==> src/pkt_pkg.sv <==
package pkt_pkg;

  // Stream and buffer geometry.
  localparam int DATA_W = 8;          // One byte per beat.
  localparam int ADDR_W = 5;          // FIFO address width.
  localparam int DEPTH = 2 ** ADDR_W; // 32 beats of storage.

  // Frame length limit enforced ahead of the FIFO.
  localparam int MAX_FRAME_LEN = 16;
  localparam int LEN_W = $clog2(MAX_FRAME_LEN); // Counts beats 0 .. MAX_FRAME_LEN-1.

  // Delivered frame and byte totals.
  localparam int CNT_W = 16;

  // One beat of the packet stream, used on every link.
  typedef struct packed {
    logic [DATA_W-1:0] data;
    logic              last; // Final beat of a frame.
    logic              bad;  // Only meaningful when last is set.
  } beat_t;

endpackage
==> src/frame_buffer_top.sv <==
module frame_buffer_top (
  input  logic                      clk,
  input  logic                      rst,
  input  pkt_pkg::beat_t            in_beat,
  input  logic                      in_valid,
  output logic                      in_ready,
  output pkt_pkg::beat_t            out_beat,
  output logic                      out_valid,
  input  logic                      out_ready,
  output logic                      status_truncated,
  output logic                      status_overflow,
  output logic                      status_bad_frame,
  output logic                      status_good_frame,
  output logic [pkt_pkg::CNT_W-1:0] frame_count,
  output logic [pkt_pkg::CNT_W-1:0] byte_count
);

  import pkt_pkg::*;

  beat_t guard_beat;   // Guard to FIFO.
  logic  guard_valid;
  logic  guard_ready;

  beat_t fifo_beat;    // FIFO to egress.
  logic  fifo_valid;
  logic  fifo_ready;

  frame_len_guard u_guard (
    .clk              (clk),
    .rst              (rst),
    .s_beat           (in_beat),
    .s_valid          (in_valid),
    .s_ready          (in_ready),
    .m_beat           (guard_beat),
    .m_valid          (guard_valid),
    .m_ready          (guard_ready),
    .status_truncated (status_truncated)
  );

  frame_fifo u_fifo (
    .clk               (clk),
    .rst               (rst),
    .s_beat            (guard_beat),
    .s_valid           (guard_valid),
    .s_ready           (guard_ready),
    .m_beat            (fifo_beat),
    .m_valid           (fifo_valid),
    .m_ready           (fifo_ready),
    .status_overflow   (status_overflow),
    .status_bad_frame  (status_bad_frame),
    .status_good_frame (status_good_frame)
  );

  frame_egress_count u_egress (
    .clk         (clk),
    .rst         (rst),
    .s_beat      (fifo_beat),
    .s_valid     (fifo_valid),
    .s_ready     (fifo_ready),
    .m_beat      (out_beat),
    .m_valid     (out_valid),
    .m_ready     (out_ready),
    .frame_count (frame_count),
    .byte_count  (byte_count)
  );

endmodule

==> src/frame_egress_count.sv <==
module frame_egress_count (
  input  logic                      clk,
  input  logic                      rst,
  input  pkt_pkg::beat_t            s_beat,
  input  logic                      s_valid,
  output logic                      s_ready,
  output pkt_pkg::beat_t            m_beat,
  output logic                      m_valid,
  input  logic                      m_ready,
  output logic [pkt_pkg::CNT_W-1:0] frame_count,
  output logic [pkt_pkg::CNT_W-1:0] byte_count
);

  import pkt_pkg::*;

  logic m_xfer;

  // Straight pass-through to the port.
  assign m_beat  = s_beat;
  assign m_valid = s_valid;
  assign s_ready = m_ready;

  assign m_xfer  = m_valid && m_ready;

  // Both totals wrap at 2**CNT_W.
  always_ff @(posedge clk) begin
    if (rst) begin
      frame_count <= '0;
      byte_count  <= '0;
    end else if (m_xfer) begin
      byte_count <= byte_count + 1'b1;  // One byte per beat.
      if (m_beat.last) begin
        frame_count <= frame_count + 1'b1;
      end
    end
  end

endmodule

==> src/frame_fifo.sv <==
module frame_fifo (
  input  logic           clk,
  input  logic           rst,
  input  pkt_pkg::beat_t s_beat,
  input  logic           s_valid,
  output logic           s_ready,
  output pkt_pkg::beat_t m_beat,
  output logic           m_valid,
  input  logic           m_ready,
  output logic           status_overflow,
  output logic           status_bad_frame,
  output logic           status_good_frame
);

  import pkt_pkg::*;

  // Pointers carry one extra wrap bit.
  logic [ADDR_W:0] wr_ptr;        // End of the last committed frame.
  logic [ADDR_W:0] wr_ptr_next;
  logic [ADDR_W:0] wr_ptr_cur;    // Write position inside the open frame.
  logic [ADDR_W:0] wr_ptr_cur_next;
  logic [ADDR_W:0] rd_ptr;
  logic [ADDR_W:0] rd_ptr_next;

  beat_t mem [DEPTH];
  beat_t mem_rd_beat;             // Memory output register.
  logic  mem_rd_valid;
  logic  mem_rd_valid_next;

  logic full_cur;
  logic empty;
  logic write;
  logic read;
  logic store_output;

  logic drop_frame;
  logic drop_frame_next;
  logic overflow_next;
  logic bad_frame_next;
  logic good_frame_next;

  // Open frame has caught up with the reader.
  assign full_cur = (wr_ptr_cur[ADDR_W] != rd_ptr[ADDR_W]) &&
                    (wr_ptr_cur[ADDR_W-1:0] == rd_ptr[ADDR_W-1:0]);
  assign empty    = (wr_ptr == rd_ptr); // Nothing committed to read.

  // Frames that do not fit are dropped, so input is never stalled.
  assign s_ready  = 1'b1;

  always_comb begin
    write           = 1'b0;
    drop_frame_next = drop_frame;
    overflow_next   = 1'b0;
    bad_frame_next  = 1'b0;
    good_frame_next = 1'b0;
    wr_ptr_next     = wr_ptr;
    wr_ptr_cur_next = wr_ptr_cur;
    if (s_valid && s_ready) begin
      if (full_cur || drop_frame) begin
        drop_frame_next = 1'b1;
        if (s_beat.last) begin
          wr_ptr_cur_next = wr_ptr; // Rewind over the partial frame.
          drop_frame_next = 1'b0;
          overflow_next   = 1'b1;
        end
      end else begin
        write           = 1'b1;
        wr_ptr_cur_next = wr_ptr_cur + 1'b1;
        if (s_beat.last) begin
          if (s_beat.bad) begin
            wr_ptr_cur_next = wr_ptr;
            bad_frame_next  = 1'b1;
          end else begin
            wr_ptr_next     = wr_ptr_cur + 1'b1; // Commit.
            good_frame_next = 1'b1;
          end
        end
      end
    end
  end

  always_ff @(posedge clk) begin
    if (rst) begin
      wr_ptr            <= '0;
      wr_ptr_cur        <= '0;
      drop_frame        <= 1'b0;
      status_overflow   <= 1'b0;
      status_bad_frame  <= 1'b0;
      status_good_frame <= 1'b0;
    end else begin
      wr_ptr            <= wr_ptr_next;
      wr_ptr_cur        <= wr_ptr_cur_next;
      drop_frame        <= drop_frame_next;
      status_overflow   <= overflow_next;
      status_bad_frame  <= bad_frame_next;
      status_good_frame <= good_frame_next;
    end
  end

  always_ff @(posedge clk) begin
    if (write) begin
      mem[wr_ptr_cur[ADDR_W-1:0]] <= s_beat;
    end
  end

  // Output register accepts when empty or being drained.
  assign store_output = m_ready || !m_valid;

  always_comb begin
    read              = 1'b0;
    rd_ptr_next       = rd_ptr;
    mem_rd_valid_next = mem_rd_valid;
    if (store_output || !mem_rd_valid) begin
      if (!empty) begin
        read              = 1'b1;
        mem_rd_valid_next = 1'b1;
        rd_ptr_next       = rd_ptr + 1'b1;
      end else begin
        mem_rd_valid_next = 1'b0;
      end
    end
  end

  always_ff @(posedge clk) begin
    if (rst) begin
      rd_ptr       <= '0;
      mem_rd_valid <= 1'b0;
      m_valid      <= 1'b0;
    end else begin
      rd_ptr       <= rd_ptr_next;
      mem_rd_valid <= mem_rd_valid_next;
      if (store_output) begin
        m_valid <= mem_rd_valid;
      end
    end
  end

  always_ff @(posedge clk) begin
    if (read) begin
      mem_rd_beat <= mem[rd_ptr[ADDR_W-1:0]];
    end
    if (store_output) begin
      m_beat <= mem_rd_beat; // Held while stalled.
    end
  end

endmodule

==> src/frame_len_guard.sv <==
module frame_len_guard (
  input  logic           clk,
  input  logic           rst,
  input  pkt_pkg::beat_t s_beat,
  input  logic           s_valid,
  output logic           s_ready,
  output pkt_pkg::beat_t m_beat,
  output logic           m_valid,
  input  logic           m_ready,
  output logic           status_truncated
);

  import pkt_pkg::*;

  logic [LEN_W-1:0] beat_cnt;   // Beats already passed in the current frame.
  logic             discard;    // Dropping the tail of a cut frame.
  logic             at_limit;
  logic             s_xfer;
  logic             cut_now;

  assign at_limit = (beat_cnt == LEN_W'(MAX_FRAME_LEN - 1));
  assign s_xfer   = s_valid && s_ready;

  // Limit reached on a beat that does not end the frame.
  assign cut_now  = !discard && at_limit && !s_beat.last;

  // While discarding, the tail is swallowed and nothing goes downstream.
  assign s_ready  = m_ready || discard;
  assign m_valid  = s_valid && !discard;

  always_comb begin
    m_beat = s_beat;
    if (cut_now) begin
      m_beat.last = 1'b1; // Close the frame here.
      m_beat.bad  = 1'b1; // And mark it for dropping.
    end
  end

  always_ff @(posedge clk) begin
    if (rst) begin
      beat_cnt         <= '0;
      discard          <= 1'b0;
      status_truncated <= 1'b0;
    end else begin
      status_truncated <= s_xfer && cut_now;
      if (s_xfer) begin
        if (discard) begin
          // Real end of the oversize frame.
          if (s_beat.last) begin
            discard <= 1'b0;
          end
        end else if (s_beat.last) begin
          beat_cnt <= '0;
        end else if (at_limit) begin
          beat_cnt <= '0;
          discard  <= 1'b1;
        end else begin
          beat_cnt <= beat_cnt + 1'b1;
        end
      end
    end
  end

endmodule

==> config.mk <==
export PLATFORM = sky130hd
export DESIGN_NAME = frame_buffer_top
export DESIGN_NICKNAME = d
export VERILOG_FILES = /design/src/pkt_pkg.sv /design/src/frame_buffer_top.sv /design/src/frame_egress_count.sv /design/src/frame_fifo.sv /design/src/frame_len_guard.sv
export SDC_FILE = /design/constraint.sdc
export NUM_CORES = 1
export LEC_CHECK = 0
export ABC_AREA = 1
export BUFFER_PORTS_ARGS = -buffer_cell sky130_fd_sc_hd__buf_2
export CELL_PAD_IN_SITES_DETAIL_PLACEMENT = 0
export CELL_PAD_IN_SITES_GLOBAL_PLACEMENT = 2
export CORE_UTILIZATION = 40
export CTS_BUF_LIST = sky130_fd_sc_hd__clkbuf_4 sky130_fd_sc_hd__clkbuf_8
export DETAILED_ROUTE_END_ITERATION = 10
export PLACE_DENSITY_LB_ADDON = 0.1
export SLEW_MARGIN = 20
export SYNTH_ARGS = -nofsm -noshare
export SYNTH_HDL_FRONTEND = slang
export SYNTH_SLANG_ARGS = --single-unit
==> constraint.sdc <==
create_clock -name clk -period 4.1 [get_ports clk]
set_input_delay 0.41 -clock clk [delete_from_list [all_inputs] [get_ports clk]]
set_output_delay 0.41 -clock clk [all_outputs]
set_load 0.01 [all_outputs]
== Word-level counts from Yosys, hierarchy flattened ==
Memory sizes are Yosys's and may differ from the RTL's. A register that Yosys moved wholly into a read port is not among the register bits.
Index checks and enable logic that the tools add are counted.
Storage, ports and cells
  register bits: 72
  input bits: 14
  output and inout port bits: 48
  bits in latches: 0
  memory bits (read-only): 0
  memories kept: 1
  logic and storage cells: 75
  RAM bits: 320
Operators by class
  multipliers: 0
  add/subtract/negate cells: 5
  mux-type cells: 21
  eq/ne operators: 5
  divide/modulo/power cells: 0
  reduce and logical (&&, ||, !) cells: 21
  magnitude comparators: 0
  bitwise gates (word level): 5
  shifts and indexed selects: 0
Memory list
  u_fifo.mem: depth 32, width 10, read ports 1, clocked after Yosys merged registers in 1, wr ports 1, line frame_fifo.sv:25  | beat_t mem [DEPTH];
Operator list (count)
  adder 16 x 1 -> 16 bit, second input constant: 2
  2-to-1 mux 6 bit: 4
  2-to-1 mux 1 bit: 14
  adder 6 x 1 -> 6 bit, second input constant: 2
  AND reduction 2 bit: 5
  2-to-1 mux 4 bit: 2
  == test 6 bit: 1
  logical AND 1 bit: 6
  == test 5 bit: 1
  inverter 1 bit: 5
  adder 4 x 1 -> 4 bit, second input constant: 1
  == test 4 bit, second input constant: 1
  logical NOT 1 bit: 4
  OR reduction 4 bit: 1
  logical OR 1 bit: 3
  AND reduction 3 bit: 1
  OR reduction 3 bit: 1
  2-to-1 mux 2 bit: 1
  != test 2 x 1 -> 1 bit, second input constant: 1
  != test 1 bit: 1

== Logic depth before layout (Yosys ltp) ==
  depth after elaboration: 7
  depth in mapped cells: 11
  mapped depth without buffers: 11

== Hierarchy ==
A second synthesis with hierarchy kept.
Second synthesis, totals
  cells, all modules: 1623
  area total of the unflattened synthesis: 17179.0 um^2
By module, submodules not included
  frame_fifo: area an instance 15080.7 um^2, cells each 1313, times used 1
  frame_egress_count: area an instance 1696.6 um^2, cells each 252, times used 1
  frame_len_guard: area an instance 401.6 um^2, cells each 58, times used 1

== Worst setup path before layout ==
Ideal clock, no wire load.
  path type: flip-flop to flip-flop
  start point: reg u_fifo.rd_ptr[0]
  end point: mem u_fifo.mem[13][0] in the netlist's numbering (enable)
  buffers on the path: 1
  cell stages (with the launch flop): 10
  data arrival time: 1.650 ns
  period minus slack after synthesis: 2.026 ns
  data required time: 3.724 ns
  setup slack: 2.074 ns
  path through: dfxtp_1 > buf_4 > nand2_1 > nand2_1 > nor2_1 > nand3_4 > nand3_4 > inv_2 > nand2_1 > nor2_1
On the way
  word-level cells in the longest chain between the ends: 7
RTL lines
  start, declared: line frame_fifo.sv:22  | logic [ADDR_W:0] rd_ptr;
  start signal, assigned: line frame_fifo.sv:130  | rd_ptr <= rd_ptr_next;
  == test 5 bit: line frame_fifo.sv:44  | (wr_ptr_cur[ADDR_W-1:0] == rd_ptr[ADDR_W-1:0]);
  logical AND 1 bit: line frame_fifo.sv:43  | assign full_cur = (wr_ptr_cur[ADDR_W] != rd_ptr[ADDR_W]) &&
  logical OR 1 bit: line frame_fifo.sv:59  | if (full_cur || drop_frame) begin
  2-to-1 mux 1 bit: line frame_fifo.sv:59
  2-to-1 mux 1 bit: line frame_fifo.sv:58  | if (s_valid && s_ready) begin
  2-to-1 mux 1 bit: line frame_fifo.sv:101  | if (write) begin
  2-to-1 mux 1 bit (not written as such): line frame_fifo.sv:102  | mem[wr_ptr_cur[ADDR_W-1:0]] <= s_beat;
  end, declared: line frame_fifo.sv:25
No other way between the ends.

== Worst setup path in the final report ==
  start point: reg u_fifo.rd_ptr[3]
  end point: mem u_fifo.mem[21][6] in the netlist's numbering (enable)
The elaborated chain is that of the path after synthesis.

==> metrics.md <==
| Metric | Value |
|---|---|
| N_diodes | 0 |
| Nets | 1664 |
| CP Launch Point | u_fifo.rd_ptr[3] |
| First DRT Iteration DRCs | 937 |
| Final critical path time including I/O delays and setup | 3210 ps |
| Synth area leader | edfxtp_1 |
| Area grow syn2layout | 12.5% |
| First-pass GRT wire length | 71000 µm |
| Gp weighted congestion | 0.796 |
| Syn_area_per_cell | 10.7 µm² |
| Data arrival, critical path | 3430 ps |
| Hold buffer count at CTS | 0 |
| Pleak | 6.91 nW |
| Die W | 207 µm |
| Library cells used by synthesis | 41 |
| Port buffer count | 60 |
| Data required time of the worst path | 4320 ps |
| Pin count of the biggest net entering global routing | 163 |
| Vias in the first global route | 11600 |
| Overall die height | 207 µm |
| Combinational share of power | 0.218 |
| Clk slew on worst S/H paths | 70 ps |
| TritonRoute pass-1 iters | 5 |
| CTS Buf Count | 71 |
| Share of cells above drive strength 1 | 0.129 |
| Clock Sinks | 402 |
| Synth Net Count | 1595 |
| Clock Power Share | 0.337 |
| CP Capture Type | flop |
| Flop pwr share | 0.445 |
| Fmax | 311 MHz |
| I/O pin count | 62 |
| Unrepaired setup endpoints after global routing | no |
| Worst R2R Start | u_fifo.rd_ptr[3] |
| Critical path destination | u_fifo.mem[21][6] |
| Residual DRC count | 0 |
| Cell area after synthesis | 0.0169 mm² |
| # setup viols final | 0 |
| Post-DP Area | 0.0176 mm² |
| Max Fanout on Critical Path | 23 |
| Number of H-tree levels | 3 |
| Total of max-cap violations | 0 |
| Initial antenna violation count | 0 |
| Max VDD drop | 0.347 mV |
| Final Cycle Share | 0.783 |
| Initial core utilization | 0.409 |
| Via Count | 11600 |
| CP startpoint kind | flop |
| Post-CTS Setup Inserts | 0 |
| Clock Skew | 30.5 ps |
| GR Overflow Total | 0 |
| Hpwl dp | 28800 µm |
| Via density | 5.22 |
| Register area share after synthesis | 0.679 |
| Pwr/cell area | 573 mW/mm² |
| Final slew viol count | 0 |
| Hold Crit Class | input pin to flop |
| Status | finished clean |
| Post-Layout Cell Count | 2226 |
| Net switching power figure | 3.54 mW |
| Syn. warnings | 0 |
| Relative max-transition margin | 0.313 |
| Sw Ratio | 0.326 |
| WL/cell | 21.2 µm |
| CTS Root Cell | clkbuf_8 |
| # fillers | 3901 |
| Internal | 7.33 mW |
| Placed cells | 2101 |
| Clock latency on the worst-skew pair | 620 ps |
| Routed Antenna Nets | 0 |
| Total core area | 0.0412 mm² |
| Worst-margin pin slew | 1030 ps |
| R2r setup slk | 890 ps |
| Largest cells by area after synthesis | edfxtp_1 61%, dfxtp_1 7.4%, nor2_1 6.4% |
| Design area | 0.0190 mm² |
| Final hold slack | 86.0 ps |
| GRT Total Usage | 0.221 |
| Die footprint | 0.0430 mm² |
| CTS tree | done |
| Post-Synthesis Cells | 1573 |
| Max clock buf depth | 3 |
| Reg2reg end | u_fifo.mem[21][6] |
| Final hold violations | 0 |
| Resize count post-CTS | 0 |
| Flops & latches, synth | 402 |
| Routed WL | 47200 µm |
| Top cell type's share of synthesized area | 0.605 |
| Kind of critical path | flop to flop |
| # rows | 74 |
| Worst Reg-to-Reg Cells | 9 |
| Setup TNS | 0 ps |
## cells in the final DEF, fill, tap and decap left out, types with 2 or more instances in the layout
cell        instances
nand2_1           257
dfxtp_4             2
buf_2              60
clkinvlp_4          3
o21a_1              4
nor2_2              3
nand4_1             9
a211oi_1            2
nand3b_1            2
buf_12              2
nand3_1           103
o22ai_1            21
nor3b_1             3
a21oi_1            54
o21ai_0           146
nand3_2             2
nand2_2             7
o21ai_1             8
inv_2              10
o211ai_1           40
bufinv_16           2
clkinv_2           11
buf_4              12
nand3_4             2
clkinv_1           17
dfxtp_1            60
ha_1                8
nor2_1            286
nor2_4              3
clkbuf_4           18
xor2_1             13
clkbuf_8           76
inv_1              81
edfxtp_1          340
nor3_1             15
## metal layers
| metal | wire length, µm | vias to the layer above | global-route usage |
|---|---|---|---|
| met1 | 21700 | 5668 | 0.301 |
| met3 | 2360 | 49 | 0.0384 |
| met2 | 22500 | 302 | 0.363 |
| li1 | - | 5605 | - |
| met5 | 0 | - | 0 |
| met4 | 698 | 0 | 0.0610 |
## cells in the mapped netlist (all sizes together)
library cell	instances
inv	92
o31ai	1
clkinv	3
nand2	265
xnor2	1
ha	8
xor2	13
o21bai	1
and3	1
a21oi	54
nor3	15
buf	40
nand3	107
edfxtp	340
nand3b	2
nor2	292
a21o	1
nor3b	3
o21ai	154
o21a	4
o211ai	40
o22ai	21
conb	1
a211oi	2
clkbuf	38
nand4	10
a22oi	1
a31o	1
dfxtp	62
## per-stage QoR
stage                     power, mW  utilization  worst slack [ps]
after floorplan                6.44            -              2070
after global placement         7.32        0.427               954
after detailed placement       7.32        0.427               891
after CTS                      11.0        0.461               865
after global routing           11.4        0.461               635
final                          10.9        0.461               888
## power groups by stage
stage / clock (mW) / combinational (mW) / sequential [mW]
floorplan: 0 / 1.59 / 4.85
global placement: 0 / 2.40 / 4.92
detailed placement: 0 / 2.39 / 4.92
CTS: 3.74 / 2.41 / 4.84
global route: 3.94 / 2.65 / 4.86
finish: 3.66 / 2.38 / 4.84
## kinds of logic (layout without fill, tap and decap cells)
group           after synthesis  after routing  synth area share
compound gates              280            280            0.0923
flops                       402            402             0.679
other cells                   1              1          0.000222
xor+xnor                     14             14           0.00727
buf+inv                     173            294            0.0432
fa+ha+maj                     8              8           0.00593
simple gates                695            695             0.172
## cell type report
| cell class | count | area [µm²] | share of cell area |
|---|---|---|---|
| Multi-Input combinational cell | 998 | 4690 | 0.247 |
| Tap cell | 532 | 666 | 0.0351 |
| Inverter | 95 | 359 | 0.0189 |
| Timing Repair Buffer | 74 | 430 | 0.0227 |
| Clock inverter | 31 | 199 | 0.0105 |
| Clock buffer | 94 | 1180 | 0.0622 |
| Sequential cell | 402 | 11500 | 0.604 |
## state kept, by name (all words and copies together), names as in the netlist
signal,count
u_fifo.mem,320
u_egress.byte_count,16
u_egress.frame_count,16
u_fifo.m_beat,10
u_fifo.mem_rd_beat,10
u_fifo.rd_ptr,6
u_fifo.wr_ptr,6
u_fifo.wr_ptr_cur,6
u_guard.beat_cnt,4
u_fifo.drop_frame,1
u_fifo.m_valid,1
u_fifo.mem_rd_valid,1
u_fifo.status_bad_frame,1
u_fifo.status_good_frame,1
u_fifo.status_overflow,1
u_guard.discard,1
u_guard.status_truncated,1
## how the worst min path moves through the flow
stage	startpoint	end	slack, ps	cells past startpoint
3_3_place_gp	u_fifo.mem_rd_beat[7]	u_fifo.m_beat[7]	410	0
6_report	in_valid	u_guard.status_truncated	90	3
4_1_cts	in_valid	u_guard.status_truncated	50	3
3_5_place_dp	u_fifo.mem_rd_beat[5]	u_fifo.m_beat[5]	410	0
5_1_grt	in_valid	u_guard.status_truncated	80	3
2_1_floorplan	u_fifo.mem_rd_beat[0]	u_fifo.m_beat[0]	400	0
## worst max-delay path, stage by stage, from the launching register on
cell and delay, ps:
dfxtp_1 380, inv_2 370, nand2_1 90, nand2_1 100
nor2_1 70, nand3_4 150, nand3_4 210, inv_2 170
nand2_1 450, nor2_1 820
Power figures use the tool's default switching activity.
